$ cat src/include/gcu_defines.svh
`ifndef GCU_DEFINES_SVH
`define GCU_DEFINES_SVH

// data path and address widths
`define GCU_WORD_W          16
`define GCU_VRAM_AW         13
`define GCU_LAYER_AW        11
`define GCU_BEAM_W          9
`define GCU_REG_SEL_W       8

// select keeps bit 7 and the low nibble
`define GCU_REG_SEL_MASK    8'h8F

// scroll register codes, bit 7 ignored on write
`define GCU_REG_BG_X        8'h00
`define GCU_REG_BG_Y        8'h01
`define GCU_REG_FG_X        8'h02
`define GCU_REG_FG_Y        8'h03
`define GCU_REG_TXT_X       8'h04
`define GCU_REG_TXT_Y       8'h05
`define GCU_REG_SPR_X       8'h06
`define GCU_REG_SPR_Y       8'h07

// selecting any of these holds VINT low
`define GCU_REG_VINT_A      8'h0E
`define GCU_REG_VINT_B      8'h0F
`define GCU_REG_VINT_C      8'h8F

// video RAM layer regions, word addresses
`define GCU_SCR0_BASE       13'h0000
`define GCU_SCR1_BASE       13'h0800
`define GCU_SCR2_BASE       13'h1000
`define GCU_SPR_BASE        13'h1800
`define GCU_SPR_END         13'h1C00

`define GCU_VINT_LINE       9'd230

`endif

$ cat src/gcu_pkg.sv
`include "gcu_defines.svh"

package gcu_pkg;

    // cpu data and ram word
    typedef logic [`GCU_WORD_W-1:0] word_t;

    // main video RAM word address
    typedef logic [`GCU_VRAM_AW-1:0] vram_addr_t;

    // address inside one layer mirror
    typedef logic [`GCU_LAYER_AW-1:0] layer_addr_t;

    // beam position or sync limit
    typedef logic [`GCU_BEAM_W-1:0] beam_t;

    // scroll register select code
    typedef logic [`GCU_REG_SEL_W-1:0] reg_sel_t;

    // two-phase read sequence
    typedef enum logic [1:0] {
        RD_ADDR,
        RD_WAIT,
        RD_LATCH,
        RD_DONE
    } read_state_t;

endpackage

$ cat src/gcu_scroll_regs.sv
`timescale 1ns/100ps
`include "gcu_defines.svh"

module gcu_scroll_regs (
    input  logic           CLK96,
    input  logic           RESET96,
    input  gcu_pkg::word_t din,
    input  logic           op_select_reg,
    input  logic           op_write_reg,
    output gcu_pkg::word_t bg_scroll_x,
    output gcu_pkg::word_t bg_scroll_y,
    output gcu_pkg::word_t fg_scroll_x,
    output gcu_pkg::word_t fg_scroll_y,
    output gcu_pkg::word_t txt_scroll_x,
    output gcu_pkg::word_t txt_scroll_y,
    output gcu_pkg::word_t spr_scroll_x,
    output gcu_pkg::word_t spr_scroll_y,
    output logic           vint_hold
);

    import gcu_pkg::*;

    reg_sel_t sel;
    reg_sel_t wr_code;

    // bit 7 only selects the flip variant, same register
    assign wr_code = {1'b0, sel[`GCU_REG_SEL_W-2:0]};

    always_ff @(posedge CLK96 or posedge RESET96) begin
        if (RESET96) begin
            sel          <= '1;
            bg_scroll_x  <= '0;
            bg_scroll_y  <= '0;
            fg_scroll_x  <= '0;
            fg_scroll_y  <= '0;
            txt_scroll_x <= '0;
            txt_scroll_y <= '0;
            spr_scroll_x <= '0;
            spr_scroll_y <= '0;
        end else if (op_select_reg) begin
            sel <= din[`GCU_REG_SEL_W-1:0] & `GCU_REG_SEL_MASK;
        end else if (op_write_reg) begin
            case (wr_code)
                `GCU_REG_BG_X:  bg_scroll_x  <= din;
                `GCU_REG_BG_Y:  bg_scroll_y  <= din;
                `GCU_REG_FG_X:  fg_scroll_x  <= din;
                `GCU_REG_FG_Y:  fg_scroll_y  <= din;
                `GCU_REG_TXT_X: txt_scroll_x <= din;
                `GCU_REG_TXT_Y: txt_scroll_y <= din;
                `GCU_REG_SPR_X: spr_scroll_x <= din;
                `GCU_REG_SPR_Y: spr_scroll_y <= din;
                default: begin
                    // other codes have no register here
                end
            endcase
        end
    end

    // interrupt ack codes keep VINT asserted
    assign vint_hold = (sel == `GCU_REG_VINT_A) ||
                       (sel == `GCU_REG_VINT_B) ||
                       (sel == `GCU_REG_VINT_C);

endmodule

$ cat config.mk
export PLATFORM = sky130hd
export DESIGN_NAME = gcu_scroll_regs
export DESIGN_NICKNAME = d
export VERILOG_FILES = /design/src/gcu_pkg.sv /design/src/gcu_scroll_regs.sv
export VERILOG_INCLUDE_DIRS = /design/src /design/src/include
export SDC_FILE = /design/constraint.sdc
export NUM_CORES = 1
export LEC_CHECK = 0
export ABC_AREA = 1
export BUFFER_PORTS_ARGS = -buffer_cell sky130_fd_sc_hd__buf_2
export CELL_PAD_IN_SITES_DETAIL_PLACEMENT = 0
export CELL_PAD_IN_SITES_GLOBAL_PLACEMENT = 1
export CORE_AREA = 2 2 122 124
export DETAILED_ROUTE_END_ITERATION = 10
export DIE_AREA = 0 0 124 126
export GPL_ROUTABILITY_DRIVEN = 0
export PLACE_DENSITY = 0.9
export SLEW_MARGIN = 30
export SYNTH_ARGS = -nofsm -noshare
export SYNTH_HDL_FRONTEND = slang
export SYNTH_SLANG_ARGS = --single-unit
$ cat constraint.sdc
create_clock -name CLK96 -period 10 [get_ports CLK96]
set_clock_uncertainty 0.05 [all_clocks]
set_input_delay 2 -clock CLK96 [delete_from_list [all_inputs] [get_ports CLK96]]
set_output_delay 2 -clock CLK96 [all_outputs]
set_load 0.01 [all_outputs]
==> impl_metrics.env, run 1 <==
export IMPL_power_leakage_nw=4.01
export IMPL_cts_buffers=17
export IMPL_track_usage=0.213
export IMPL_synth_avg_cell_area_sq_um=9.12
export IMPL_hold_viol_final=0
export IMPL_cp_required_ps=10260
export IMPL_synth_fp_nets=631
export IMPL_reg2reg_from="sel[6]$_DFFE_PP1P_"
export IMPL_rsz0062_at_grt="no"
export IMPL_yosys_warnings=0
export IMPL_grt_overflow=0
export IMPL_hpwl_microns=10300
export IMPL_cts_max_path_buffers=2
export IMPL_die_area_sq_um=15600
export IMPL_worstMarginPinSlew_ps=981
export IMPL_synth_seq_cells=134
export IMPL_io_pins=149
export IMPL_via_per_inst=5.00
export IMPL_area_delta_synth_final_pct=24.9
export IMPL_wl_per_cell_microns=17.2
export IMPL_synthCells=611
export IMPL_antenna_found_initial=0
export IMPL_cp_startpoint="op_select_reg"
export IMPL_final_period_utilization=0.394
export IMPL_min_path_cells=2
export IMPL_slew_violations=0
export IMPL_cap_viol_max_count=0
export IMPL_grt_busiest_layer="met2"
export IMPL_drt_total_wl_microns=16000
export IMPL_cts_sinks=134
export IMPL_status="completed"
export IMPL_worstPathArrival_ps=4200
export IMPL_crit_type="in -> reg"
export IMPL_cp_end_kind="flip-flop"
export IMPL_ctsHoldBuffers=0
export IMPL_antenna_cells=0
export IMPL_reg2reg_depth=7
export IMPL_worstHoldStart="txt_scroll_y[12]$_DFFE_PP0P_"
export IMPL_peakVddDrop_uv=131
export IMPL_h_tree_depth=4
export IMPL_first_pass_iters=5
export IMPL_r2r_slack_ps=7330
export IMPL_cts_clk_slew_worst_paths_ps=60
export IMPL_die_w_microns=124
export IMPL_grt_pass1_vias=4333
export IMPL_rows=44
export IMPL_slew_limit_headroom=0.346
export IMPL_cts_setup_buffers=0
export IMPL_ys_seq_area_frac=0.603
export IMPL_setup_viol=0
export IMPL_cts_tree="yes"
export IMPL_design_area_sq_um=6960
export IMPL_grt_start_max_net_pins=90
export IMPL_synth_cell_types=21
export IMPL_layout_commonest_cell="nand2_1"
export IMPL_core_area_sq_um=14300
export IMPL_cts_resized=0
export IMPL_cp_start_kind="primary input"
export IMPL_clock_latency_ps=420
export IMPL_grtUsageMet1=0.302
export IMPL_grt_util_met2=0.310
export IMPL_grt_pass1_wl_microns=24500
export IMPL_max_freq_mhz=254
export IMPL_dr_first_iter_drc_count=407
export IMPL_final_cell_mix="282 x nand2_1, 148 x buf_2, 128 x dfrtp_1, 112 x nand3_1, 17 x clkbuf_16"
export IMPL_min_path_type="reg -> reg"
export IMPL_vias=4651
export IMPL_start_util=0.389
export IMPL_syn_cell_area_sq_um=5570
export IMPL_fillers=1416
export IMPL_antenna_left=0
export IMPL_period_needed_ps=3940
export IMPL_power_density_nw_per_um2=275
export IMPL_dpl_cell_area_sq_um=6260
export IMPL_finalNetCount=754
export IMPL_drcViolationCount=0
export IMPL_drive_above_1_share=0.285
export IMPL_io_buffers=148
export IMPL_tns_ps=0
export IMPL_grtUsageMet3=0.0643
export IMPL_die_h_microns=126
export IMPL_cp_max_fo=89
export IMPL_cts_root_buf="clkbuf_16"
[through the flow]
stage,util,worst slack [ps],power [mW],hold slack [ps],cells
2_1_floorplan,-,4380,0.989,392,611
3_3_place_gp,0.437,5700,1.18,400,899
3_5_place_dp,0.437,5670,1.19,403,899
4_1_cts,0.486,6130,1.93,418,931
5_1_grt,0.486,5940,2.02,426,931
6_report,0.486,6060,1.91,412,931
[worst max-delay path, stage by stage]
cell and delay [ps]:
buf_2 170, nor2_4 630, buf_4 850, nand2_4 280, nand2_1 140, nand2_1 60
[final timing paths]
check,to
max in group asynchronous,spr_scroll_y[6]$_DFFE_PP0P_
min,txt_scroll_y[12]$_DFFE_PP0P_
min reg2reg,txt_scroll_y[12]$_DFFE_PP0P_
max,spr_scroll_y[2]$_DFFE_PP0P_
max reg2reg,spr_scroll_y[2]$_DFFE_PP0P_
min in group asynchronous,fg_scroll_y[12]$_DFFE_PP0P_
[report_power, final]
group	internal [mW]	switching, mW	leakage (nW)	total (mW)
clock	0.495	0.237	0.339	0.732
sequential	0.688	0.0874	1.72	0.776
combinational	0.156	0.247	1.95	0.404
total	1.34	0.571	4.01	1.91
[kinds of logic after synthesis]
kind of cell    after synthesis  share of synthesized area
simple gates                418                      0.330
flops                       134                      0.603
buf+inv                      53                     0.0606
compound gates                5                    0.00449
mux                           1                    0.00202
[metal layers]
| layer | wire, microns | vias to the layer above |
|---|---|---|
| met2 | 7260 | 179 |
| li1 | - | 2187 |
| met3 | 1130 | 27 |
| met5 | 0 | - |
| met1 | 7330 | 2258 |
| met4 | 299 | 0 |
[cell usage after synthesis]
master / count / area share
a21oi_1: 1 / 0.00090
buf_2: 17 / 0.015
buf_4: 8 / 0.011
buf_6: 11 / 0.022
clkbuf_1: 6 / 0.0040
clkbuf_2: 4 / 0.0036
dfrtp_1: 128 / 0.57
dfstp_2: 6 / 0.028
inv_1: 3 / 0.0020
inv_2: 4 / 0.0027
mux2_2: 1 / 0.0020
nand2_1: 282 / 0.19
nand2_2: 3 / 0.0034
nand2_4: 7 / 0.014
nand3_1: 112 / 0.10
nand3b_1: 1 / 0.0013
nand4_1: 1 / 0.0011
nor2_1: 3 / 0.0020
nor2_2: 1 / 0.0011
nor2_4: 8 / 0.016
o21ai_0: 4 / 0.0036
[flip-flops by register name (all words and copies together), names as in the netlist]
name          count
spr_scroll_x     16
sel               6
fg_scroll_y      16
fg_scroll_x      16
txt_scroll_y     16
bg_scroll_y      16
txt_scroll_x     16
spr_scroll_y     16
bg_scroll_x      16
[area by class of cell]
cell class	count	area, sq um	share of cell area
flip-flops and latches	134	3360	0.483
clock buffers	21	480	0.0690
repair buffers	150	759	0.109
clock inverters	11	219	0.0315
well taps	184	230	0.0331
inverters	7	31.3	0.00449
multi-input cells	424	1880	0.270
Note: power is estimated with default switching activity, not from simulation.
==> run 2: changes to the inputs <==
--- a/config.mk
+++ b/config.mk
@@ -10,11 +10,11 @@
 export BUFFER_PORTS_ARGS = -buffer_cell sky130_fd_sc_hd__buf_2
 export CELL_PAD_IN_SITES_DETAIL_PLACEMENT = 0
 export CELL_PAD_IN_SITES_GLOBAL_PLACEMENT = 1
-export CORE_AREA = 2 2 122 124
+export CORE_AREA = 2 2 123 125
 export DETAILED_ROUTE_END_ITERATION = 10
-export DIE_AREA = 0 0 124 126
+export DIE_AREA = 0 0 125 127
 export GPL_ROUTABILITY_DRIVEN = 0
-export PLACE_DENSITY = 0.9
+export PLACE_DENSITY = 0.89
 export SLEW_MARGIN = 30
 export SYNTH_ARGS = -nofsm -noshare
 export SYNTH_HDL_FRONTEND = slang
==> constraint.sdc (replaced) <==
create_clock -name CLK96 -period 3.85 [get_ports CLK96]
set_clock_uncertainty 0.05 [all_clocks]
set_input_delay 0.77 -clock CLK96 [delete_from_list [all_inputs] [get_ports CLK96]]
set_output_delay 0.77 -clock CLK96 [all_outputs]
set_load 0.01 [all_outputs]
==> impl_metrics.env, run 2 (synthesis results as in run 1) <==
export IMPL_max_freq_mhz=460
export IMPL_slowest_delay_ps=560
export IMPL_status="completed"
export IMPL_drive_above_1_share=0.286
export IMPL_min_path_type="in -> async"
export IMPL_worstMarginPinSlew_ps=622
export IMPL_layout_commonest_cell="nand2_1"
export IMPL_drcViolationCount=0
export IMPL_area_delta_synth_final_pct=24.4
export IMPL_cp_required_ps=3030
export IMPL_start_util=0.386
export IMPL_combinationalPowerShare=0.218
export IMPL_reg2reg_depth=7
export IMPL_dr_first_iter_drc_count=447
export IMPL_vias=4561
export IMPL_first_pass_iters=4
export IMPL_pwr_share_seq=0.420
export IMPL_cts_resized=0
export IMPL_drt_total_wl_microns=16300
export IMPL_cts_root_buf="clkbuf_16"
export IMPL_core_area_sq_um=14400
export IMPL_cts_sinks=134
export IMPL_via_per_inst=4.89
export IMPL_setup_viol=0
export IMPL_track_usage=0.212
export IMPL_slew_limit_headroom=0.585
export IMPL_io_pins=149
export IMPL_antenna_left=0
export IMPL_clockPowerShare=0.362
export IMPL_p_sw_frac=0.315
export IMPL_worstPathArrival_ps=1360
export IMPL_cp_max_fo=4
export IMPL_antenna_found_initial=0
export IMPL_cts_max_path_buffers=2
export IMPL_cts_tree="yes"
export IMPL_die_w_microns=125
export IMPL_grt_pass1_vias=4260
export IMPL_power_density_nw_per_um2=692
export IMPL_slew_violations=0
export IMPL_die_area_sq_um=15900
export IMPL_clock_latency_ps=410
export IMPL_cap_viol_max_count=0
export IMPL_io_buffers=148
export IMPL_path_cells="nand4_1 > a21oi_1 > buf_2"
export IMPL_hpwl_microns=10200
export IMPL_wl_per_cell_microns=17.5
export IMPL_grt_start_max_net_pins=121
export IMPL_pre_cts_slack_ps=1550
export IMPL_peakVddDrop_uv=323
export IMPL_rows=44
export IMPL_fin_ws_ps=1670
export IMPL_rsz0062_at_grt="no"
export IMPL_utilization=0.480
export IMPL_crit_type="reg -> out"
export IMPL_power_leakage_nw=3.97
export IMPL_cts_setup_buffers=0
export IMPL_internal_power_mw=3.29
export IMPL_cp_end_kind="primary output"
export IMPL_grt_pass1_wl_microns=25500
export IMPL_die_h_microns=127
export IMPL_tns_ps=0
export IMPL_cts_buffers=17
export IMPL_final_cell_mix="282 x nand2_1, 148 x buf_2, 128 x dfrtp_1, 112 x nand3_1, 17 x clkbuf_16"
export IMPL_cts_clk_slew_worst_paths_ps=60
export IMPL_finalNetCount=755
export IMPL_p_sw_mw=1.51
export IMPL_grt_overflow=0
export IMPL_ctsHoldBuffers=0
export IMPL_hold_viol_final=0
export IMPL_period_needed_ps=2180
export IMPL_total_power_mw=4.80
export IMPL_final_period_utilization=0.565
export IMPL_h_tree_depth=4
export IMPL_slowest_stage="dfstp_2"
export IMPL_cp_start_kind="flip-flop"
export IMPL_antenna_cells=0
==> run 2: power groups by stage <==
stage	registers [mW]	clock network, mW	logic, mW
after floorplan	2.18	0	0.390
after global placement	2.04	0	1.03
after detailed placement	2.03	0	1.06
after CTS	2.02	1.76	1.07
after global routing	2.06	1.84	1.18
final	2.01	1.73	1.05
==> run 2: layer usage <==
| layer | global-route usage | wire [microns] |
|---|---|---|
| met3 | 0.0557 | 923 |
| met5 | 0 | 0 |
| met1 | 0.316 | 7830 |
| met2 | 0.310 | 7360 |
| met4 | 0.0549 | 157 |
==> run 2: cell type report <==
type | count | area, sq um
Inverter | 7 | 30.0
Timing Repair Buffer | 151 | 801
Multi-Input combinational cell | 424 | 1880
Tap cell | 184 | 230
Fill cell | 1448 | 7490
Clock inverter | 15 | 204
Sequential cell | 134 | 3360
Clock buffer | 17 | 425
==> run 2: through the flow <==
step,hold WS (ps),instance area [sq um],instances
final,381,6930,932
after global routing,391,6930,932
after CTS,380,6930,932
after detailed placement,403,6300,900
after global placement,400,6300,900
after floorplan,392,5580,611
==> run 2: worst paths after layout <==
check / from / endpoint / slack [ps]
worst max-delay path: sel[2]$_DFFE_PP1P_ / vint_hold / 1670
worst min-delay path: RESET96 / fg_scroll_x[12]$_DFFE_PP0P_ / 380
worst max register to register: sel[6]$_DFFE_PP1P_ / fg_scroll_y[9]$_DFFE_PP0P_ / 1930
worst min register to register: txt_scroll_x[4]$_DFFE_PP0P_ / txt_scroll_x[4]$_DFFE_PP0P_ / 410
max in group asynchronous: RESET96 / bg_scroll_x[12]$_DFFE_PP0P_ / 2640
min in group CLK96: txt_scroll_x[4]$_DFFE_PP0P_ / txt_scroll_x[4]$_DFFE_PP0P_ / 410
==> run 2: critical path, delay by kind of cell (launching register included) <==
kind / cells / cell delay (ps)
AO/OA/AOI/OAI: 1 / 130
AND/OR/NAND/NOR: 1 / 100
flip-flops: 1 / 560
buffers and inverters: 1 / 160
