===== config.mk =====
export PLATFORM = sky130hd
export DESIGN_NAME = gcu_video_timing
export DESIGN_NICKNAME = d
export VERILOG_FILES = /design/src/gcu_pkg.sv /design/src/gcu_video_timing.sv
export VERILOG_INCLUDE_DIRS = /design/src /design/src/include
export SDC_FILE = /design/constraint.sdc
export NUM_CORES = 1
export LEC_CHECK = 0
export BUFFER_PORTS_ARGS = -buffer_cell sky130_fd_sc_hd__buf_2
export CORE_ASPECT_RATIO = 0.9
export CORE_UTILIZATION = 49
export CTS_BUF_LIST = sky130_fd_sc_hd__clkbuf_4
export DETAILED_ROUTE_END_ITERATION = 16
export PLACE_DENSITY = 0.89
export SYNTH_ARGS = -nofsm -noshare
export SYNTH_HDL_FRONTEND = slang
export SYNTH_SLANG_ARGS = --single-unit

===== constraint.sdc =====
create_clock -name CLK96 -period 1.75 [get_ports CLK96]
set_input_delay 0.2625 -clock CLK96 [delete_from_list [all_inputs] [get_ports CLK96]]
set_output_delay 0.2625 -clock CLK96 [all_outputs]
set_load 0.02 [all_outputs]

===== src/include/gcu_defines.svh =====
`ifndef GCU_DEFINES_SVH
`define GCU_DEFINES_SVH

// data path and address widths
`define GCU_WORD_W          16
`define GCU_VRAM_AW         13
`define GCU_LAYER_AW        11
`define GCU_BEAM_W          9
`define GCU_REG_SEL_W       8

// select keeps bit 7 and the low nibble
`define GCU_REG_SEL_MASK    8'h8F

// scroll register codes, bit 7 ignored on write
`define GCU_REG_BG_X        8'h00
`define GCU_REG_BG_Y        8'h01
`define GCU_REG_FG_X        8'h02
`define GCU_REG_FG_Y        8'h03
`define GCU_REG_TXT_X       8'h04
`define GCU_REG_TXT_Y       8'h05
`define GCU_REG_SPR_X       8'h06
`define GCU_REG_SPR_Y       8'h07

// selecting any of these holds VINT low
`define GCU_REG_VINT_A      8'h0E
`define GCU_REG_VINT_B      8'h0F
`define GCU_REG_VINT_C      8'h8F

// video RAM layer regions, word addresses
`define GCU_SCR0_BASE       13'h0000
`define GCU_SCR1_BASE       13'h0800
`define GCU_SCR2_BASE       13'h1000
`define GCU_SPR_BASE        13'h1800
`define GCU_SPR_END         13'h1C00

`define GCU_VINT_LINE       9'd230

`endif


===== src/gcu_pkg.sv =====
`include "gcu_defines.svh"

package gcu_pkg;

    // cpu data and ram word
    typedef logic [`GCU_WORD_W-1:0] word_t;

    // main video RAM word address
    typedef logic [`GCU_VRAM_AW-1:0] vram_addr_t;

    // address inside one layer mirror
    typedef logic [`GCU_LAYER_AW-1:0] layer_addr_t;

    // beam position or sync limit
    typedef logic [`GCU_BEAM_W-1:0] beam_t;

    // scroll register select code
    typedef logic [`GCU_REG_SEL_W-1:0] reg_sel_t;

    // two-phase read sequence
    typedef enum logic [1:0] {
        RD_ADDR,
        RD_WAIT,
        RD_LATCH,
        RD_DONE
    } read_state_t;

endpackage


===== src/gcu_video_timing.sv =====
`timescale 1ns/100ps
`include "gcu_defines.svh"

module gcu_video_timing (
    input  logic           CLK96,
    input  logic           RESET96,
    input  gcu_pkg::beam_t v,
    input  gcu_pkg::beam_t h,
    input  gcu_pkg::beam_t hs_start,
    input  gcu_pkg::beam_t hs_end,
    input  gcu_pkg::beam_t vs_start,
    input  gcu_pkg::beam_t vs_end,
    input  logic           vint_hold,
    output logic           hsync,
    output logic           vsync,
    output logic           fblank,
    output logic           vint
);

    import gcu_pkg::*;

    logic hs_active;
    logic vs_active;
    logic vint_active;

    // horizontal window is exclusive, vertical inclusive
    assign hs_active   = (h > hs_start) && (h < hs_end);
    assign vs_active   = (v >= vs_start) && (v <= vs_end);
    assign vint_active = (v == beam_t'(`GCU_VINT_LINE)) || vint_hold;

    // all outputs active low
    always_ff @(posedge CLK96 or posedge RESET96) begin
        if (RESET96) begin
            hsync  <= 1'b1;
            vsync  <= 1'b1;
            fblank <= 1'b1;
            vint   <= 1'b1;
        end else begin
            hsync  <= !hs_active;
            vsync  <= !vs_active;
            fblank <= !(hs_active || vs_active);
            vint   <= !vint_active;
        end
    end

endmodule


==> run metrics, run 1 <==
unrepaired setup endpoints after global routing false; outcome completed; Routed WL 2530 um; die area 2300 sq um; Seq pwr share 0.223; Initial Util 0.531; top cells by area, synth ha_1 (42%), inv_1 (13%), dfstp_2 (10%); leakage 0.875 nW; clock network power share 0.222; Mapped Avg Cell Area 7.92 sq um; Root Buffer Master clkbuf_4; Critical Path End Type register; clk slew on worst S/H paths 0.04 ns; Total Nets Final 288; Setup crit start kind input port; number of flops mapped to enable cells by yosys 0; Seq cells post-synth 4; GRT Resource Usage Total 0.246; most frequent cells after synthesis ha_1 (35), inv_1 (35), a21oi_1 (11); Most used DFF post-synth dfstp_2; Hold WC Path Type in2async; Clock Path Buffers 2; # port buffers 60; CTS tree built; Yosys cell types 25; H-tree depth 1; critical path start-end classification in2reg; Power Internal 331 uW; max-cap violation count 0; DR WL/cell 11.5 um; area delta synth->final 34.1%; placed cells 216; Final Slew Violations 0; Core Footprint 1950 sq um; setup_tns 0 ns; critical path peak fanout 2; Via-to-Cell Ratio 5.12; min Tclk post-route 1.42 ns; Die Width 50.5 um; relative slew slack 0.819; combinational fraction of design power 0.554; first-pass GRT wire length 4270 um; DRT iter0 DRCs 12; crit-path leading delay family compound AO/OA/AOI/OAI gates; VDD IR-drop max 0.287 mV; P_sw 187 uW; top-area cell type share of the netlist area 0.422; Congestion Overflow GR 0; Crit path largest cell delay 0.33 ns; n_diodes 0; HPWL after DPL 2320 um; Worst Path Buf+Inv 1; Critical Path RT 1.89 ns; Fin. Hold Viols 0; row count 15; slowest CP cell a2111oi_4; Max Clock Freq 0.706 GHz; Syn Std Cell Area 1040 sq um; Critical Path, Cell by Cell buf_2 > ha_1 > nand4_1 > nor2_1 > and4_4 > a2111oi_4 > a32oi_1; final period utilization 0.809; Net Count, Synth 223; clk sinks 4; Final Wtd Congestion 0.902; DR vias 1122; register area share after synthesis 0.101; largest net degree at the start of global routing 5; worst-margin pin slew 0.272 ns; post-synthesis cell count 131; PwrDens 372 nW/um^2; number of antenna violations at the first check in global routing 0; Arr. time, crit path 1.56 ns; Routed Antenna Nets 0; Sw Ratio 0.361; DR pass1 iterations 4; Syn. warnings 0; Setup-failing EPs final 0; area leader, netlist ha_1; Post-CTS Resized 0; Non-Filler Instances 219; vias in the first global route 1122; Post-CTS Setup Bufs 0; IO Count 61; Synth async-reset ratio 1.00; FILL cells 178; count of hold-fix buffers inserted at cts 0; DR DRC count 0; layout cells sized above 1 0.361; Num CTS Buffers 3; Die Y-Extent 45.6 um
## registers in the layout, summed over array words and instances (netlist names)
register  count
hsync         1
vsync         1
vint          1
fblank        1
## logic make-up after synthesis
group / share of synthesized area
and+or+nand+nor: 0.169
DFF: 0.101
adders and majority gates: 0.422
AOI/OAI and AO/OA: 0.181
buffers and inverters: 0.127
## per-stage QoR
stage / setup slack (ns) / hold WS [ns] / power [mW] / util / instance area [sq um]
3_3_place_gp: 0.147 / 0.340 / 0.384 / 0.701 / 1370
6_report: 0.335 / 0.0884 / 0.517 / 0.713 / 1390
5_1_grt: 0.255 / 0.0953 / 0.576 / 0.713 / 1390
4_1_cts: 0.343 / 0.0878 / 0.522 / 0.713 / 1390
2_1_floorplan: 0.305 / 0.218 / 0.283 / - / 1040
3_5_place_dp: 0.0920 / 0.339 / 0.404 / 0.701 / 1370
## final cells by class
class | instances | area [sq um] | share of cell area
Clock buffer | 3 | 22.5 | 0.0162
Multi-Input combinational cell | 92 | 801 | 0.576
Timing Repair Buffer | 60 | 300 | 0.216
Inverter | 35 | 131 | 0.0944
Sequential cell | 4 | 105 | 0.0755
Tap cell | 25 | 31.3 | 0.0225
## worst max path at each step
stage,end,startpoint,cells after the start
floorplan,fblank,hs_start[6],7
global placement,fblank,h[7],7
detailed placement,fblank,h[7],7
CTS,fblank,h[7],7
global route,hsync,h[7],7
finish,fblank,h[7],7
## power groups by stage
stage / Combinational, mW / Sequential (mW) / Clock (mW)
final: 0.287 / 0.115 / 0.115
after detailed placement: 0.287 / 0.117 / 0
after global routing: 0.328 / 0.116 / 0.132
after global placement: 0.268 / 0.116 / 0
after CTS: 0.288 / 0.116 / 0.118
after floorplan: 0.150 / 0.133 / 0
## layer usage
| metal | wire, um | global-route usage | vias to the layer above |
|---|---|---|---|
| li1 | - | - | 576 |
| met5 | 0 | 0 | - |
| met1 | 1000 | 0.252 | 502 |
| met2 | 1400 | 0.501 | 40 |
| met4 | 22 | 0.0944 | 0 |
| met3 | 105 | 0.0400 | 4 |
## cells in the final DEF, fill, tap and decap left out, drive strengths merged
cell     Yosys  final
a2111oi      1      1
a21boi       1      1
a21o         4      4
a21oi       11     11
a32o         1      1
a32oi        1      1
and3         1      1
and4         2      2
buf          0     60
clkbuf       0      3
dfstp        4      4
ha          35     35
inv         35     35
nand2        5      5
nand2b       1      1
nand3        3      3
nand4        2      2
nand4b       2      2
nor2         6      6
nor2b        4      4
nor3         2      2
nor3b        2      2
o2111ai      1      1
o21a         2      2
o21ai        5      5
Power figures use the tool's default switching activity.
==> run 2: changes to the inputs <==
--- a/config.mk
+++ b/config.mk
@@ -8,10 +8,10 @@
 export LEC_CHECK = 0
 export BUFFER_PORTS_ARGS = -buffer_cell sky130_fd_sc_hd__buf_2
 export CORE_ASPECT_RATIO = 0.9
-export CORE_UTILIZATION = 49
+export CORE_UTILIZATION = 45
 export CTS_BUF_LIST = sky130_fd_sc_hd__clkbuf_4
 export DETAILED_ROUTE_END_ITERATION = 16
-export PLACE_DENSITY = 0.89
+export PLACE_DENSITY = 0.82
 export SYNTH_ARGS = -nofsm -noshare
 export SYNTH_HDL_FRONTEND = slang
 export SYNTH_SLANG_ARGS = --single-unit
==> constraint.sdc (replaced) <==
create_clock -name CLK96 -period 1.5 [get_ports CLK96]
set_input_delay 0.225 -clock CLK96 [delete_from_list [all_inputs] [get_ports CLK96]]
set_output_delay 0.225 -clock CLK96 [all_outputs]
set_load 0.02 [all_outputs]
==> run metrics, run 2 (synthesis gave the netlist of run 1 again) <==
outcome completed; area delta synth->final 38.0%; setup_tns 0 ns (unchanged); Post-CTS Setup Bufs 0 (unchanged); Critical Path End Type register; clk slew on worst S/H paths 0.04 ns (about the same); n_diodes 0 (unchanged); GRT Resource Usage Total 0.194 (-0.0512); Clock Path Buffers 2 (unchanged); Die Width 52.6 um (+4.2%); leakage 0.899 nW (+2.7%); Setup-failing EPs final 0 (unchanged); Congestion Overflow GR 0 (unchanged); FILL cells 189 (+6.2%); Non-Filler Instances 226 (+3.2%); leading cell type in the layout, fill and taps excluded buf_2; Hold WC Path Type in2async; H-tree depth 1 (unchanged); Max Clock Freq 0.715 GHz; DR DRC count 0 (unchanged); area occupied by registers 105 sq um (unchanged); Final Wtd Congestion 0.877 (-2.8%); IO Count 61 (unchanged); critical path start-end classification in2reg; vias in the first global route 953 (-15%); unrepaired setup endpoints after global routing false; Via-to-Cell Ratio 4.99 (-2.7%); min Tclk post-route 1.40 ns; Initial Util 0.475 (-0.0561); CTS tree built; clk sinks 4 (unchanged); critical path peak fanout 2 (unchanged); PwrDens 424 nW/um^2 (+14%); die area 2500 sq um (+8.5%); relative slew slack 0.813 (-0.00562); largest net degree at the start of global routing 5 (unchanged); Post-Route Hold Slack 0.0469 ns (-0.0415 ns); # port buffers 60 (unchanged); Core Footprint 2180 sq um (+12%); Setup crit start kind input port; final period utilization 0.932; worst-margin pin slew 0.280 ns (+0.00843 ns); first-pass GRT wire length 3540 um (-17%); Post-CTS Resized 0 (unchanged); Final Slew Violations 0 (unchanged); number of antenna violations at the first check in global routing 0 (unchanged); row count 16 (+1); Routed Antenna Nets 0 (unchanged); layout cells sized above 1 0.377 (+0.0161); max-cap violation count 0 (unchanged); Num CTS Buffers 3 (unchanged); HPWL after DPL 2180 um (-6.0%); Routed WL 2320 um (-8.0%); Fin. Hold Viols 0 (unchanged); Die Y-Extent 47.5 um (+4.2%); Multi-input gate area 801 sq um (unchanged); DR vias 1127 (+0.45%); VDD IR-drop max 0.335 mV (+17%); DR pass1 iterations 4 (unchanged); DR WL/cell 10.3 um (-11%); count of hold-fix buffers inserted at cts 0 (unchanged); most frequent cells in the layout buf_2 (60), inv_1 (35), ha_1 (35); Root Buffer Master clkbuf_4; DRT iter0 DRCs 8 (-4); Arr. time, crit path 1.54 ns (-0.02 ns); placed cells 223 (+3.2%); Critical Path RT 1.64 ns (-0.25 ns); Total Nets Final 293 (+1.7%)
-- run 2: cell types whose count changed in the layout (fill, tap and decap cells not counted) --
cell / delta
buf_4: +5
-- run 2: stage by stage --
step | total power [mW] | util | cell area, sq um | setup slack, ns
finish | 0.607 | 0.656 | 1430 | 0.101
global placement | 0.460 | 0.646 | 1410 | -0.0746
CTS | 0.614 | 0.656 | 1430 | 0.105
detailed placement | 0.476 | 0.646 | 1410 | -0.134
floorplan | 0.330 | - | 1040 | 0.0927
global route | 0.662 | 0.656 | 1430 | 0.00732
-- run 2: final timing paths --
path	from	end	slack, ns	cells past startpoint
hold / removal	RESET96	vsync	0.05	2
min in group CLK96	vint_hold	vint	0.11	2
setup / recovery	h[6]	fblank	0.10	7
max in group asynchronous	RESET96	fblank	1.43	2
-- run 2: final cells by class --
type / instances / share of cell area
Clock buffer: 3 / 0.0157
Sequential cell: 4 / 0.0734
Tap cell: 27 / 0.0236
Timing Repair Buffer: 65 / 0.236
Inverter: 35 / 0.0918
Multi-Input combinational cell: 92 / 0.559
-- run 2: routing by layer --
layer,up-vias,track usage,share of wire
met3,7,0.0222,0.050
met4,0,0.121,0.025
met1,497,0.210,0.41
met2,39,0.370,0.52
li1,584,-,-
met5,-,0,0
-- run 2: critical path, stage by stage --
cell	delay (ns)
buf_2	0.11
ha_1	0.32
nand4_1	0.12
nor2_1	0.07
and4_4	0.20
a2111oi_4	0.34
a32oi_1	0.15
-- run 2: power by group --
| group | total, mW | internal, mW | leakage (nW) | switching [mW] |
|---|---|---|---|---|
| combinational | 0.341 | 0.172 | 0.843 | 0.169 |
| sequential | 0.134 | 0.131 | 0.0421 | 0.00271 |
| clock | 0.132 | 0.0894 | 0.0138 | 0.0428 |
| total | 0.607 | 0.393 | 0.899 | 0.214 |
==> run 3: changes to the inputs <==
--- a/config.mk
+++ b/config.mk
@@ -8,10 +8,9 @@
 export LEC_CHECK = 0
 export BUFFER_PORTS_ARGS = -buffer_cell sky130_fd_sc_hd__buf_2
 export CORE_ASPECT_RATIO = 0.9
-export CORE_UTILIZATION = 45
-export CTS_BUF_LIST = sky130_fd_sc_hd__clkbuf_4
+export CORE_UTILIZATION = 44
 export DETAILED_ROUTE_END_ITERATION = 16
-export PLACE_DENSITY = 0.82
+export PLACE_DENSITY = 0.81
 export SYNTH_ARGS = -nofsm -noshare
 export SYNTH_HDL_FRONTEND = slang
 export SYNTH_SLANG_ARGS = --single-unit
==> run metrics, run 3 (synthesis gave the netlist of run 1 again) <==
first-pass GRT wire length 3800 um (+7.4%); Critical Path, Cell by Cell buf_2 > ha_1 > nand4_1 > nor2_1 > and4_4 > a2111oi_4 > a32oi_1; Total Nets Final 293 (unchanged); largest net degree at the start of global routing 5 (unchanged); combinational fraction of design power 0.565 (+0.004); # port buffers 60 (unchanged); Congestion Overflow GR 0 (unchanged); Num CTS Buffers 3 (unchanged); area delta synth->final 38.0% (unchanged); Die Y-Extent 48.1 um (+1.1%); Power Internal 394 uW (+0.37%); outcome completed; Critical Path End Type register; Via-to-Cell Ratio 4.96 (-0.62%); Max Clock Freq 0.720 GHz (+0.75%); critical path start-end classification in2reg; Final Cell Area 1430 sq um (unchanged); Routed Antenna Nets 0 (unchanged); Post-CTS Setup Bufs 0 (unchanged); clock network power share 0.215 (-0.003); DRT iter0 DRCs 16 (+8); clk sinks 4 (unchanged); Hold WC Path Type in2async; slowest CP cell a2111oi_4; met3 Use GR 0.0159 (-0.00635); Final Wtd Congestion 0.751 (-14%); CTS tree built; DR WL/cell 10.8 um (+4.6%); FILL cells 197 (+4.2%); Multi-input gate area 801 sq um (unchanged); min Tclk post-route 1.39 ns (-0.0104 ns); Routed WL 2430 um (+4.6%); unrepaired setup endpoints after global routing false; met1 Resource Use GR 0.229 (+0.0196); die area 2560 sq um (+2.2%); final period utilization 0.925 (-0.00694); Fin. Hold Viols 0 (unchanged); leakage 0.899 nW (unchanged); Core Footprint 2200 sq um (+0.92%); Root Buffer Master clkbuf_4; DR vias 1120 (-0.62%); clk slew on worst S/H paths 0.04 ns (about the same); busiest grt layer met2; n_diodes 0 (unchanged); Setup crit start kind input port; Seq pwr share 0.221 (about the same); DR DRC count 0 (unchanged); met2 usage 0.413 (+0.0430); IO Count 61 (unchanged); critical path peak fanout 2 (unchanged); vias in the first global route 992 (+4.1%); Setup-failing EPs final 0 (unchanged); P_sw 213 uW (-0.57%); Sw Ratio 0.351 (-0.00215); row count 16 (unchanged); Initial Util 0.471 (-0.00432); Crit path largest cell delay 0.33 ns (about the same); area occupied by registers 105 sq um (unchanged); layout cells sized above 1 0.377 (unchanged); HPWL after DPL 2290 um (+5.1%); max-cap violation count 0 (unchanged); VDD IR-drop max 0.388 mV (+16%); most frequent cells in the layout buf_2 (60), inv_1 (35), ha_1 (35); count of hold-fix buffers inserted at cts 0 (unchanged); Post-CTS Resized 0 (unchanged); Critical Path RT 1.64 ns (about the same); placed cell area 1410 sq um (unchanged); PwrDens 424 nW/um^2 (about the same); Arr. time, crit path 1.53 ns (about the same); GRT Resource Usage Total 0.204 (+0.00919); leading cell type in the layout, fill and taps excluded buf_2; DR pass1 iterations 4 (unchanged); Final Slew Violations 0 (unchanged); Post-Route Hold Slack 0.0574 ns (+0.0105 ns); relative slew slack 0.821 (+0.00763); number of antenna violations at the first check in global routing 0 (unchanged); worst-margin pin slew 0.269 ns (-0.0114 ns); Die Width 53.2 um (+1.1%); H-tree depth 1 (unchanged); Clock Path Buffers 2 (unchanged)
-- run 3: cell counts in the layout (fill, tap and decap cells not counted) --
Identical to the previous run, type by type.
-- run 3: routing by layer --
layer	vias to the layer above	routed length, um
met2	27	1310
li1	588	-
met1	503	1010
met4	0	8
met5	-	0
met3	2	105
-- run 3: path summary, 6_finish.rpt --
check                          start     end  slack (ns)  cells after the start
max in group asynchronous    RESET96   hsync        1.42                      2
max                             h[6]  fblank        0.11                      7
min in group CLK96         vint_hold    vint        0.11                      2
min                          RESET96   vsync        0.06                      2
-- run 3: power groups by stage --
stage / logic [mW] / clock network [mW] / registers, mW
after floorplan: 0.175 / 0 / 0.155
after global routing: 0.395 / 0.139 / 0.135
after CTS: 0.345 / 0.134 / 0.134
final: 0.343 / 0.130 / 0.134
after global placement: 0.325 / 0 / 0.135
after detailed placement: 0.343 / 0 / 0.135
-- run 3: worst max-delay path: cells and delay by family --
kind                     cells  cell delay (ns)
adder cells (fa/ha/maj)      1             0.31
buffers and inverters        1             0.11
AO/OA/AOI/OAI                2             0.48
AND/OR/NAND/NOR              3             0.41
-- run 3: cell type report --
type                    instances  area share
repair buffers                 65       0.236
flip-flops and latches          4      0.0734
well taps                      27      0.0236
multi-input cells              92       0.559
inverters                      35      0.0918
clock buffers                   3      0.0157
-- run 3: stage by stage --
stage	total power [mW]	setup TNS (ns)	setup slack, ns	utilization	std cells
final	0.607	0	0.112	0.650	226
after global routing	0.669	0	0.0257	0.650	226
after CTS	0.613	0	0.129	0.650	226
after detailed placement	0.479	-0.201	-0.114	0.640	223
after global placement	0.461	-0.105	-0.0638	0.640	223
after floorplan	0.330	0	0.0927	-	131
