**src/include/gcu_defines.svh**
```systemverilog
`ifndef GCU_DEFINES_SVH
`define GCU_DEFINES_SVH

// data path and address widths
`define GCU_WORD_W          16
`define GCU_VRAM_AW         13
`define GCU_LAYER_AW        11
`define GCU_BEAM_W          9
`define GCU_REG_SEL_W       8

// select keeps bit 7 and the low nibble
`define GCU_REG_SEL_MASK    8'h8F

// scroll register codes, bit 7 ignored on write
`define GCU_REG_BG_X        8'h00
`define GCU_REG_BG_Y        8'h01
`define GCU_REG_FG_X        8'h02
`define GCU_REG_FG_Y        8'h03
`define GCU_REG_TXT_X       8'h04
`define GCU_REG_TXT_Y       8'h05
`define GCU_REG_SPR_X       8'h06
`define GCU_REG_SPR_Y       8'h07

// selecting any of these holds VINT low
`define GCU_REG_VINT_A      8'h0E
`define GCU_REG_VINT_B      8'h0F
`define GCU_REG_VINT_C      8'h8F

// video RAM layer regions, word addresses
`define GCU_SCR0_BASE       13'h0000
`define GCU_SCR1_BASE       13'h0800
`define GCU_SCR2_BASE       13'h1000
`define GCU_SPR_BASE        13'h1800
`define GCU_SPR_END         13'h1C00

`define GCU_VINT_LINE       9'd230

`endif

```
**src/gcu_pkg.sv**
```systemverilog
`include "gcu_defines.svh"

package gcu_pkg;

    // cpu data and ram word
    typedef logic [`GCU_WORD_W-1:0] word_t;

    // main video RAM word address
    typedef logic [`GCU_VRAM_AW-1:0] vram_addr_t;

    // address inside one layer mirror
    typedef logic [`GCU_LAYER_AW-1:0] layer_addr_t;

    // beam position or sync limit
    typedef logic [`GCU_BEAM_W-1:0] beam_t;

    // scroll register select code
    typedef logic [`GCU_REG_SEL_W-1:0] reg_sel_t;

    // two-phase read sequence
    typedef enum logic [1:0] {
        RD_ADDR,
        RD_WAIT,
        RD_LATCH,
        RD_DONE
    } read_state_t;

endpackage

```
**src/gcu_cmd_ctrl.sv**
```systemverilog
`timescale 1ns/100ps
`include "gcu_defines.svh"

module gcu_cmd_ctrl (
    input  logic                CLK96,
    input  logic                RESET96,
    input  gcu_pkg::word_t      din,
    input  logic                op_set_ram_ptr,
    input  logic                op_write_ram,
    input  logic                op_read_ram_h,
    input  logic                op_read_ram_l,
    input  logic                op_select_reg,
    input  logic                op_write_reg,
    input  gcu_pkg::word_t      vram_rdata,
    output logic                ack,
    output gcu_pkg::word_t      dout,
    output logic                vram_we,
    output gcu_pkg::vram_addr_t vram_addr,
    output gcu_pkg::word_t      vram_wdata
);

    import gcu_pkg::*;

    logic [5:0]  op_vec;
    logic [5:0]  last_op;
    logic        op_changed;
    vram_addr_t  ptr;
    logic        wr_phase;
    logic        wr_phase_cur;
    read_state_t rd_state;
    read_state_t rd_state_cur;

    assign op_vec = {op_select_reg, op_write_reg, op_set_ram_ptr,
                     op_write_ram, op_read_ram_h, op_read_ram_l};

    // a new op starts its sequence from the beginning
    assign op_changed   = (op_vec != last_op);
    assign wr_phase_cur = op_changed ? 1'b0 : wr_phase;
    assign rd_state_cur = op_changed ? RD_ADDR : rd_state;

    always_ff @(posedge CLK96 or posedge RESET96) begin
        if (RESET96) begin
            ack      <= 1'b1;
            vram_we  <= 1'b0;
            ptr      <= '0;
            wr_phase <= 1'b0;
            rd_state <= RD_ADDR;
            last_op  <= '0;
        end else begin
            last_op <= op_vec;
            if (op_changed) begin
                wr_phase <= 1'b0;
                rd_state <= RD_ADDR;
            end

            if (op_select_reg || op_write_reg) begin
                // handled in the scroll register block
                ack     <= 1'b1;
                vram_we <= 1'b0;
            end else if (op_set_ram_ptr) begin
                ptr     <= din[`GCU_VRAM_AW-1:0];
                ack     <= 1'b1;
                vram_we <= 1'b0;
            end else if (op_write_ram) begin
                if (!wr_phase_cur) begin
                    vram_addr <= ptr;
                    vram_wdata <= din;
                    vram_we   <= 1'b1;
                    wr_phase  <= 1'b1;
                    ack       <= 1'b0;
                end else if (vram_we) begin
                    // second edge, write done
                    vram_we <= 1'b0;
                    ptr     <= ptr + 1'b1;
                    ack     <= 1'b1;
                end else begin
                    ack <= 1'b1;
                end
            end else if (op_read_ram_h || op_read_ram_l) begin
                case (rd_state_cur)
                    RD_ADDR: begin
                        // low half sits one word above the pointer
                        vram_addr <= ptr + vram_addr_t'(op_read_ram_l);
                        vram_we   <= 1'b0;
                        ack       <= 1'b0;
                        rd_state  <= RD_WAIT;
                    end
                    RD_WAIT: begin
                        rd_state <= RD_LATCH;
                    end
                    RD_LATCH: begin
                        dout     <= vram_rdata;
                        ack      <= 1'b1;
                        rd_state <= RD_DONE;
                    end
                    default: begin
                        ack <= 1'b1;
                    end
                endcase
            end else begin
                ack      <= 1'b1;
                vram_we  <= 1'b0;
                wr_phase <= 1'b0;
                rd_state <= RD_ADDR;
            end
        end
    end

    // cpu side drives one op level at a time
    a_one_op: assert property (@(posedge CLK96) disable iff (RESET96)
        $onehot0(op_vec))
        else $error("two op levels high at once");

    // each held write produces a single strobe
    a_we_pulse: assert property (@(posedge CLK96) disable iff (RESET96)
        vram_we |=> !vram_we)
        else $error("vram_we high for two cycles");

endmodule

```
**config.mk**
```make
export PLATFORM = sky130hd
export DESIGN_NAME = gcu_cmd_ctrl
export DESIGN_NICKNAME = d
export VERILOG_FILES = /design/src/gcu_pkg.sv /design/src/gcu_cmd_ctrl.sv
export VERILOG_INCLUDE_DIRS = /design/src /design/src/include
export SDC_FILE = /design/constraint.sdc
export NUM_CORES = 1
export LEC_CHECK = 0
export ABC_CLOCK_PERIOD_IN_PS = 3600
export BUFFER_PORTS_ARGS = -buffer_cell sky130_fd_sc_hd__buf_4
export CAP_MARGIN = 20
export CELL_PAD_IN_SITES_DETAIL_PLACEMENT = 2
export CELL_PAD_IN_SITES_GLOBAL_PLACEMENT = 2
export CORE_MARGIN = 3
export CORE_UTILIZATION = 34
export DETAILED_ROUTE_END_ITERATION = 8
export PLACE_DENSITY_LB_ADDON = 0.1
export SYNTH_ARGS = -nofsm -noshare
export SYNTH_HDL_FRONTEND = slang
export SYNTH_SLANG_ARGS = --single-unit
```
**constraint.sdc**
```tcl
create_clock -name CLK96 -period 3.6 [get_ports CLK96]
set_input_delay 0.36 -clock CLK96 [delete_from_list [all_inputs] [get_ports CLK96]]
set_output_delay 0.36 -clock CLK96 [all_outputs]
set_load 0.01 [all_outputs]
```
==> results.json, run 1 <==
{
  "status": "complete, no violations",
  "fin_crit_sh": 0.662,
  "ys.warnings.count": 0,
  "die_height_um": 104,
  "vias": 2612,
  "start_kind": "register",
  "clk_latency_ps": 350,
  "netlist_area_mm2": 0.00327,
  "r2r_cells": 5,
  "insertedDiodeCount": 0,
  "crit_chain": "xor2_1, nor2_1, a31o_2, nor3_2, buf_4",
  "synth_compound_area_frac": 0.106,
  "synth.net_count": 308,
  "rows": 35,
  "r2r_setup_slack_ps": 1220,
  "p_leak_nw": 1.62,
  "hold_viol_final": 0,
  "clock-sinks": 69,
  "slowest_stage": "nor3_2",
  "synth_edf_count": 45,
  "worst_pin_slew_ps": 722,
  "cts_hold_buf": 0,
  "detailed_place_hpwl_mm": 7.34,
  "cts_max_path_buffers": 2,
  "synth.ff_latch_count": 69,
  "finalClockSkew_ps": 9.95,
  "path_delay_family": "simple AND/OR/NAND/NOR gates",
  "vias_per_cell": 5.35,
  "yosys.area_share.simple": 0.173,
  "drt_iter0_drc": 124,
  "drive_gt1_frac": 0.357,
  "areaGrowthSynthToFinish_pct": 30.2,
  "drtAntennaViolNets": 0,
  "hp-class": "in -> async",
  "slew-limit-headroom": 0.516,
  "fmax_ghz": 0.420,
  "nNetsFinal": 397,
  "cts-buffers-inserted": 9,
  "wire_per_inst_um": 20.6,
  "async_flop_share": 0.348,
  "ir_drop_uv": 203,
  "timing.rr.end": "vram_wdata[11]$_DFFE_PP_",
  "synthDistinctLibCells": 55,
  "fp.coreArea_mm2": 0.00928,
  "syn_inst": 265,
  "setup_viol": 0,
  "synth_xor_area_frac": 0.0662,
  "mostFrequentLayoutCells": "buf_4, edfxtp_1, dfrtp_1",
  "ys_seq_area_frac": 0.598,
  "r2r_start": "last_op[4]$_DFF_PP0_",
  "worstSetupStartpoint": "last_op[4]$_DFF_PP0_",
  "crit_required_ps": 3650,
  "post-route-min-period_ps": 2380,
  "die_area_mm2": 0.0108,
  "h-tree-depth": 3,
  "antenna_found_initial": 0,
  "cts_root_buf": "clkbuf_8",
  "cp.buffers_inverters": 1,
  "synth-main-ff-cell": "edfxtp_1",
  "crit_path_max_incr_delay_ps": 560,
  "clk_pin_slew_ps": 80,
  "synth_top_family_by_area": "simple AND/OR/NAND/NOR gates",
  "placed_area_mm2": 0.00405,
  "grt_usage": 0.193,
  "synthMuxAreaShare": 0.0195,
  "num_io_pins": 87,
  "syn_avg_cell_area_um2": 12.3,
  "critPathArrivalTime_ps": 2430,
  "firstDrtPassIters": 4,
  "totalWireLength_mm": 10.0,
  "tns_ps": 0,
  "maxCapViolCount": 0,
  "n_fill_cell": 971,
  "postCtsSetupBuffers": 0,
  "portBuffers": 86,
  "grt_pass1_wl_mm": 16.6,
  "worstSetupEndpointType": "register",
  "first_global_vias": 2860,
  "final_core_util": 0.458,
  "finalInstanceArea_mm2": 0.00426,
  "final_common_cell": "buf_4",
  "crit_fanout": 9,
  "gr-total-overflow": 0,
  "cts_resized": 0,
  "drc_errors": 0,
  "p_per_area_mw_per_mm2": 429,
  "die_w_um": 104,
  "synthAdderAreaFrac": 0.0115,
  "grt_max_degree": 36,
  "drv_slew": 0,
  "rsz0062_at_grt": "no",
  "worst-setup-path-type": "reg -> reg",
  "cts_tree": "built",
  "place.gp.congestion": 0.832,
  "floorplan.initialDensity": 0.352
}
==> worst max-delay path by stage <==
stage	end	slack [ps]	cells past startpoint
6_report	vram_wdata[11]$_DFFE_PP_	1220	5
5_1_grt	vram_wdata[7]$_DFFE_PP_	1030	5
4_1_cts	vram_wdata[11]$_DFFE_PP_	1200	5
3_5_place_dp	vram_wdata[15]$_DFFE_PP_	960	6
3_3_place_gp	vram_wdata[3]$_DFFE_PP_	990	6
2_1_floorplan	dout[0]$_DFFE_PP_	790	5
==> through the flow <==
stage	std cells	total power, mW	setup slack [ps]	hold WS [ps]
floorplan	265	1.13	786	374
global placement	471	1.24	994	521
detailed placement	471	1.26	957	528
CTS	487	1.83	1200	164
global route	488	1.91	1030	9.89
finish	488	1.82	1220	8.00
==> report_power, final <==
| group | total (mW) | leakage (nW) | switching (mW) | internal [mW] |
|---|---|---|---|---|
| Combinational | 0.303 | 0.837 | 0.170 | 0.132 |
| Clock | 0.580 | 0.0856 | 0.328 | 0.252 |
| Sequential | 0.942 | 0.694 | 0.0554 | 0.887 |
==> area by class of cell <==
type	instances	area (µm²)	area share
flip-flops and latches	69	1950	0.459
multi-input cells	177	1240	0.292
repair buffers	90	696	0.163
well taps	129	161	0.0379
clock buffers	9	124	0.0291
clock inverters	7	51.3	0.0121
inverters	7	26.3	0.00617
==> per-layer routing <==
| layer | up-vias | track usage | wire [µm] |
|---|---|---|---|
| met5 | - | 0 | 0 |
| li1 | 1193 | - | - |
| met2 | 60 | 0.324 | 5160 |
| met1 | 1343 | 0.259 | 4400 |
| met4 | 0 | 0.0551 | 145 |
| met3 | 16 | 0.0310 | 343 |
==> synthesized netlist by cell type (3+ instances only) <==
master / instances / area, µm²
or3_1: 4 / 25.0
o21ai_0: 5 / 25.0
buf_4: 3 / 22.5
ha_1: 3 / 37.5
nand4_1: 8 / 50.1
clkbuf_1: 6 / 22.5
inv_1: 7 / 26.3
nand2_1: 16 / 60.1
o31ai_1: 4 / 30.0
buf_2: 3 / 15.0
nor3_1: 12 / 60.1
and3_1: 5 / 31.3
nor4_1: 8 / 50.1
dfrtp_1: 23 / 576
o211ai_1: 5 / 37.5
nand3_1: 13 / 65.1
edfxtp_1: 45 / 1350
a211oi_1: 5 / 37.5
a21oi_1: 4 / 20.0
nor2_1: 17 / 63.8
or4_1: 3 / 22.5
xnor2_1: 10 / 87.6
mux2_2: 3 / 33.8
o32ai_1: 3 / 26.3
xor2_1: 11 / 96.3
==> flip-flops by register name, summed over array words and instances (netlist names) <==
| signal | flops |
|---|---|
| ack | 1 |
| dout | 16 |
| last_op | 6 |
| ptr | 13 |
| rd_state | 2 |
| vram_addr | 13 |
| vram_wdata | 16 |
| vram_we | 1 |
| wr_phase | 1 |
==> worst reg2reg max path, cell delays in order, from the launching register on <==
cell and delay, ps:
dfrtp_1 420, xor2_1 250, nor2_1 210, a31o_2 330, nor3_2 560, buf_4 320
==> cells by family (layout without fill, tap and decap cells) <==
logic type / Yosys count / after routing
compound gates: 45 / 45
xor+xnor: 23 / 23
fa+ha+maj: 3 / 3
buf+inv: 19 / 113
flops: 69 / 69
mux: 5 / 5
simple gates: 101 / 101
Power figures use the tool's default switching activity.
==> run 2, diff against run 1 <==
--- a/config.mk
+++ b/config.mk
@@ -6,13 +6,14 @@
 export SDC_FILE = /design/constraint.sdc
 export NUM_CORES = 1
 export LEC_CHECK = 0
-export ABC_CLOCK_PERIOD_IN_PS = 3600
+export ABC_AREA = 1
+export ABC_CLOCK_PERIOD_IN_PS = 2500
 export BUFFER_PORTS_ARGS = -buffer_cell sky130_fd_sc_hd__buf_4
 export CAP_MARGIN = 20
 export CELL_PAD_IN_SITES_DETAIL_PLACEMENT = 2
 export CELL_PAD_IN_SITES_GLOBAL_PLACEMENT = 2
 export CORE_MARGIN = 3
-export CORE_UTILIZATION = 34
+export CORE_UTILIZATION = 31
 export DETAILED_ROUTE_END_ITERATION = 8
 export PLACE_DENSITY_LB_ADDON = 0.1
 export SYNTH_ARGS = -nofsm -noshare
==> constraint.sdc (replaced) <==
create_clock -name CLK96 -period 2.5 [get_ports CLK96]
set_input_delay 0.25 -clock CLK96 [delete_from_list [all_inputs] [get_ports CLK96]]
set_output_delay 0.25 -clock CLK96 [all_outputs]
set_load 0.01 [all_outputs]
==> run 2 against run 1 <==
  * Count of clock-buffer cells in the layout increased by 5
  * Worst hold slack improved by 29 ps
  * Core utilization decreased by 3.6 points
  * Critical path depth increased by 3
  * Cell area decreased by 2.6%
  * Global-route usage decreased by 2.0 points
  * Setup slack got worse by 830 ps
  * Clock power increased by 38%
  * Critical path type unchanged
==> results.json, run 2 <==
{
  "synthDistinctLibCells": 31,
  "timing.rr.end": "vram_addr[10]$_DFFE_PP_",
  "post-route-min-period_ps": 2120,
  "fp.coreArea_mm2": 0.00982,
  "grt_pass1_wl_mm": 15.0,
  "crit_fanout": 5,
  "firstDrtPassIters": 4,
  "synth_top_area_share": 0.428,
  "worst_pin_slew_ps": 491,
  "finalClockSkew_ps": 9.35,
  "hp-class": "in -> reg",
  "hp-start": "op_select_reg",
  "grt_usage": 0.174,
  "cts-buffers-inserted": 9,
  "slowest_stage": "dfrtp_1",
  "hold_viol_final": 0,
  "vias": 2585,
  "whs_path_depth": 1,
  "crit_chain": "ha_1, ha_1, nand2_1, nor2_1, nand3_1, nor2_1, xor2_1, inv_1",
  "power_mw": 2.53,
  "areaGrowthSynthToFinish_pct": 31.2,
  "synth_edf_count": 45,
  "worst_hold_path.endpoint": "last_op[5]$_DFF_PP0_",
  "detailed_place_hpwl_mm": 7.24,
  "worst-setup-path-type": "reg -> reg",
  "final_common_cell": "nand2_1",
  "p_leak_nw": 1.92,
  "die_height_um": 107,
  "yosysMostFrequentCell": "nand2_1",
  "totalWireLength_mm": 9.37,
  "first_global_vias": 2844,
  "largestRegisters": "dout (16), vram_wdata (16)",
  "maxCapViolCount": 0,
  "insertedDiodeCount": 0,
  "cts_resized": 0,
  "h-tree-depth": 3,
  "crit_required_ps": 2600,
  "syn_inst": 320,
  "r2r_setup_slack_ps": 380,
  "rsz0062_at_grt": "no",
  "drt_iter0_drc": 45,
  "fin_crit_sh": 0.846,
  "syn_avg_cell_area_um2": 9.87,
  "die_w_um": 107,
  "synthTopCellsByCount": "nand2_1, edfxtp_1, inv_1, nand3_1, dfrtp_1",
  "async_flop_share": 0.348,
  "clk_pin_slew_ps": 70,
  "ys_seq_area_frac": 0.618,
  "place.gp.congestion": 0.718,
  "critPathArrivalTime_ps": 2210,
  "grt_max_degree": 25,
  "netlist_area_mm2": 0.00316,
  "nNetsFinal": 458,
  "rows": 36,
  "ir_drop_uv": 203,
  "portBuffers": 86,
  "cts_tree": "built",
  "r2r_start": "ptr[0]$_DFFE_PP0P_",
  "vias_per_cell": 4.67,
  "holdWs_ps": 36.9,
  "postCtsSetupBuffers": 0,
  "synth.net_count": 363,
  "fmax_ghz": 0.473,
  "drive_gt1_frac": 0.290,
  "drtAntennaViolNets": 0,
  "r2r_cells": 8,
  "ys.warnings.count": 0,
  "die_area_mm2": 0.0114,
  "cts_max_path_buffers": 2,
  "cp.buffers_inverters": 1,
  "tns_ps": 0,
  "status": "complete, no violations",
  "wire_per_inst_um": 16.9,
  "synth.ff_latch_count": 69,
  "clk_latency_ps": 350,
  "ys_top_cells_by_area": "edfxtp_1, dfrtp_1, nand2_1",
  "setup_viol": 0,
  "placed_area_mm2": 0.00398,
  "worstSetupEndpointType": "register",
  "num_io_pins": 87,
  "p_per_area_mw_per_mm2": 611,
  "gr-total-overflow": 0,
  "synth-main-ff-cell": "edfxtp_1",
  "drc_errors": 0,
  "mostFrequentLayoutCells": "nand2_1, buf_4, edfxtp_1",
  "drv_slew": 0,
  "start_kind": "register",
  "finalInstanceArea_mm2": 0.00414,
  "cts_root_buf": "clkbuf_8",
  "yosysTopAreaCell": "edfxtp_1",
  "slew-limit-headroom": 0.671,
  "path_delay_family": "simple AND/OR/NAND/NOR gates",
  "clock-sinks": 69,
  "antenna_found_initial": 0,
  "crit_path_max_incr_delay_ps": 410,
  "cts_hold_buf": 0,
  "floorplan.initialDensity": 0.322
}
-- run 2: cell types whose count changed in the layout (fill, tap and decap cells not counted), sizes merged, moves of 8 or more --
cell / change
nor3: -9
nand3: +15
inv: +28
nor2: +9
nand2: +88
nor4: -8
xnor2: -9
o21ai: +8
-- run 2: worst reg2reg max path, stage by stage, from the launching register on --
cell,delay [ps]
dfrtp_1,410
ha_1,200
ha_1,140
nand2_1,80
nor2_1,400
nand3_1,200
nor2_1,180
xor2_1,200
inv_1,50
-- run 2: how the worst max path moves through the flow --
stage                       start  cells past startpoint                 endpoint  slack (ps)
4_1_cts        ptr[0]$_DFFE_PP0P_                      8  vram_addr[10]$_DFFE_PP_         380
3_5_place_dp   ptr[0]$_DFFE_PP0P_                      8  vram_addr[10]$_DFFE_PP_         390
3_3_place_gp       op_set_ram_ptr                     10        dout[8]$_DFFE_PP_         580
5_1_grt        ptr[0]$_DFFE_PP0P_                      8  vram_addr[10]$_DFFE_PP_         200
2_1_floorplan             RESET96                      3        dout[0]$_DFFE_PP_         100
6_report       ptr[0]$_DFFE_PP0P_                      8  vram_addr[10]$_DFFE_PP_         380
-- run 2: kinds of logic after synthesis --
family,Yosys count,share of synthesized area
AND/OR/NAND/NOR,171,0.237
flip-flops,69,0.618
buffers and inverters,46,0.0638
AO/OA/AOI/OAI,19,0.0361
XOR/XNOR,12,0.0333
adder cells (fa/ha/maj),3,0.0119
-- run 2: area by class of cell --
cell class / count / area (µm²)
Fill cell: 1114 / 5680
Sequential cell: 69 / 1950
Multi-Input combinational cell: 205 / 1020
Timing Repair Buffer: 94 / 706
Tap cell: 133 / 166
Clock buffer: 14 / 153
Inverter: 36 / 135
Clock inverter: 2 / 12.5
-- run 2: stage by stage --
| step | util | setup slack (ps) | instances |
|---|---|---|---|
| after global placement | 0.405 | 581 | 537 |
| after detailed placement | 0.405 | 394 | 537 |
| after CTS | 0.422 | 378 | 553 |
| after global routing | 0.422 | 198 | 553 |
| after floorplan | - | 97.0 | 320 |
| final | 0.422 | 384 | 553 |
-- run 2: routing by layer --
layer	global-route usage	up-vias	wire, µm
met2	0.304	60	4840
met4	0.0466	0	88
met1	0.209	1288	4000
met3	0.0488	9	440
li1	-	1228	-
met5	0	-	0
-- run 2: where the power goes --
part	switching (mW)	total, mW	internal (mW)	leakage [nW]
sequential	0.0904	1.38	1.29	0.710
clock	0.411	0.798	0.388	0.0807
combinational	0.200	0.351	0.152	1.13
==> run 3, diff against run 2 <==
--- a/config.mk
+++ b/config.mk
@@ -7,7 +7,7 @@
 export NUM_CORES = 1
 export LEC_CHECK = 0
 export ABC_AREA = 1
-export ABC_CLOCK_PERIOD_IN_PS = 2500
+export ABC_CLOCK_PERIOD_IN_PS = 2100
 export BUFFER_PORTS_ARGS = -buffer_cell sky130_fd_sc_hd__buf_4
 export CAP_MARGIN = 20
 export CELL_PAD_IN_SITES_DETAIL_PLACEMENT = 2
==> constraint.sdc (replaced) <==
create_clock -name CLK96 -period 2.1 [get_ports CLK96]
set_input_delay 0.21 -clock CLK96 [delete_from_list [all_inputs] [get_ports CLK96]]
set_output_delay 0.21 -clock CLK96 [all_outputs]
set_load 0.01 [all_outputs]
==> run 3 against run 2 <==
  * Global-route usage grew 1.8 points
  * Non-clock buffer count is 4 higher
  * First-iteration DRC count rose by 53%
  * Setup slack lost 270 ps
  * Core utilization is 0.96 points higher
  * Critical endpoint is now dout[11]$_DFFE_PP_
  * Register-to-register slack lost 220 ps
  * Power grew 29%
  * Cell count up 0.72%
  * Critical path depth up 3
  * Cell area up 2.3%
  * Sequential share of layout area decreased by 1.0 points
==> results.json, run 3 (same netlist as run 2, synthesis figures left out) <==
{
  "status": "complete, no violations",
  "r2r_start": "ptr[0]$_DFFE_PP0P_",
  "mostFrequentLayoutCells": "nand2_1, buf_4, edfxtp_1",
  "timing.rr.end": "vram_addr[10]$_DFFE_PP_",
  "floorplan.initialDensity": 0.322,
  "worst-setup-path-type": "in -> reg",
  "totalWireLength_mm": 10.2,
  "start_kind": "primary input",
  "areaGrowthSynthToFinish_pct": 34.2,
  "crit_end": "dout[11]$_DFFE_PP_",
  "portBuffers": 86,
  "grt_max_degree": 25,
  "largestRegisters": "dout (16), vram_wdata (16)",
  "holdWs_ps": 12.1,
  "worstSetupStartpoint": "op_write_reg",
  "p_sw_frac": 0.270,
  "die_w_um": 107,
  "gr-total-overflow": 0,
  "p_leak_nw": 1.96,
  "p_per_area_mw_per_mm2": 772,
  "h-tree-depth": 3,
  "vias_per_cell": 4.74,
  "hp-class": "in -> async",
  "post-route-min-period_ps": 1990,
  "fin_crit_sh": 0.947,
  "firstDrtPassIters": 4,
  "drtAntennaViolNets": 0,
  "antenna_found_initial": 0,
  "switchingPower_mw": 0.883,
  "wire_per_inst_um": 18.3,
  "fmax_ghz": 0.503,
  "fin_cells": 557,
  "drt_iter0_drc": 69,
  "insertedDiodeCount": 0,
  "crit_fanout": 8,
  "grt_usage": 0.191,
  "slew-limit-headroom": 0.701,
  "r2r_cells": 8,
  "cts_tree": "built",
  "finalClockSkew_ps": 10.2,
  "maxCapViolCount": 0,
  "nNetsFinal": 462,
  "hold_viol_final": 0,
  "die_area_mm2": 0.0114,
  "clock-sinks": 69,
  "worst_pin_slew_ps": 445,
  "fp.coreArea_mm2": 0.00982,
  "cts_max_path_buffers": 2,
  "seqCellArea_mm2": 0.00195,
  "cts_root_buf": "clkbuf_8",
  "cts-buffers-inserted": 9,
  "placed_cells": 536,
  "worstSetupEndpointType": "register",
  "p_int_mw": 2.39,
  "rows": 36,
  "clk_pin_slew_ps": 80,
  "pwr-share-seq": 0.504,
  "place.gp.congestion": 0.752,
  "ir_drop_uv": 382,
  "r2r_setup_slack_ps": 160,
  "power.share.combinational": 0.134,
  "clk_latency_ps": 350,
  "num_io_pins": 87,
  "die_height_um": 107,
  "grt_pass1_wl_mm": 16.4,
  "critPathArrivalTime_ps": 2040,
  "drc_errors": 0,
  "multi_input_area_mm2": 0.00103,
  "crit_required_ps": 2150,
  "power_frac_clock": 0.362,
  "setup_viol": 0,
  "vias": 2639,
  "first_global_vias": 3000,
  "n_fill_cell": 1101,
  "drv_slew": 0,
  "final_common_cell": "nand2_1",
  "detailed_place_hpwl_mm": 7.46,
  "drive_gt1_frac": 0.300
}
==> run 3: cell count changes in the layout (fill, tap and decap cells not counted), moves of 2 or more <==
cell / delta
bufinv_16: +2
clkbuf_1: -2
dlygate4sd3_1: +3
nor2_1: -2
==> run 3: through the flow <==
| stage | cell area [µm²] | setup TNS, ps | setup WS (ps) | utilization | power [mW] |
|---|---|---|---|---|---|
| 2_1_floorplan | 3170 | -339 | -21.2 | - | 1.91 |
| 3_3_place_gp | 3970 | 0 | 269 | 0.404 | 2.08 |
| 3_5_place_dp | 3970 | 0 | 156 | 0.404 | 2.11 |
| 4_1_cts | 4210 | 0 | 18.2 | 0.429 | 3.31 |
| 5_1_grt | 4240 | -9.70 | -2.94 | 0.432 | 3.44 |
| 6_report | 4240 | 0 | 112 | 0.432 | 3.27 |
==> run 3: how the worst min path moves through the flow <==
| stage | from | end | slack [ps] | depth (start not counted) |
|---|---|---|---|---|
| 2_1_floorplan | RESET96 | last_op[0]$_DFF_PP0_ | 230 | 1 |
| 3_3_place_gp | op_select_reg | last_op[5]$_DFF_PP0_ | 350 | 1 |
| 3_5_place_dp | op_select_reg | last_op[5]$_DFF_PP0_ | 350 | 1 |
| 4_1_cts | op_read_ram_l | last_op[0]$_DFF_PP0_ | 9 | 1 |
| 5_1_grt | op_read_ram_l | last_op[0]$_DFF_PP0_ | 10 | 1 |
| 6_report | RESET96 | vram_we$_DFFE_PP0P_ | 10 | 3 |
==> run 3: layout make-up <==
cell class,count,area share
Sequential cell,69,0.461
Tap cell,133,0.0393
Clock buffer,11,0.0310
Clock inverter,5,0.0180
Timing Repair Buffer,98,0.176
Inverter,36,0.0319
Multi-Input combinational cell,205,0.243
==> run 3: routing by layer <==
metal,global-route usage,share of wire
met5,0,0
met1,0.232,0.42
met2,0.342,0.52
met3,0.0361,0.044
met4,0.0621,0.014
==> run 3: critical path: stages <==
cell and delay [ps]:
dlygate4sd3_1 540, buf_4 150, nand2_1 70, nand2_1 60, nor2_2 180, inv_1 100
nor2_4 150, nand2_2 100, nor4_4 180, buf_4 160, buf_6 140
==> run 3: power groups by stage <==
stage | clock (mW) | sequential, mW | combinational [mW]
floorplan | 0 | 1.62 | 0.289
global placement | 0 | 1.67 | 0.410
detailed placement | 0 | 1.68 | 0.437
CTS | 1.21 | 1.65 | 0.448
global route | 1.27 | 1.66 | 0.505
finish | 1.18 | 1.65 | 0.439
==> run 3: repair_timing <==
item	4_1_cts	5_1_grt
endpoints found under the setup margin	0	20
resized for setup	0	5
hold buffers	3	0
buffers inserted	0	1
hold endpoints to repair	3	0
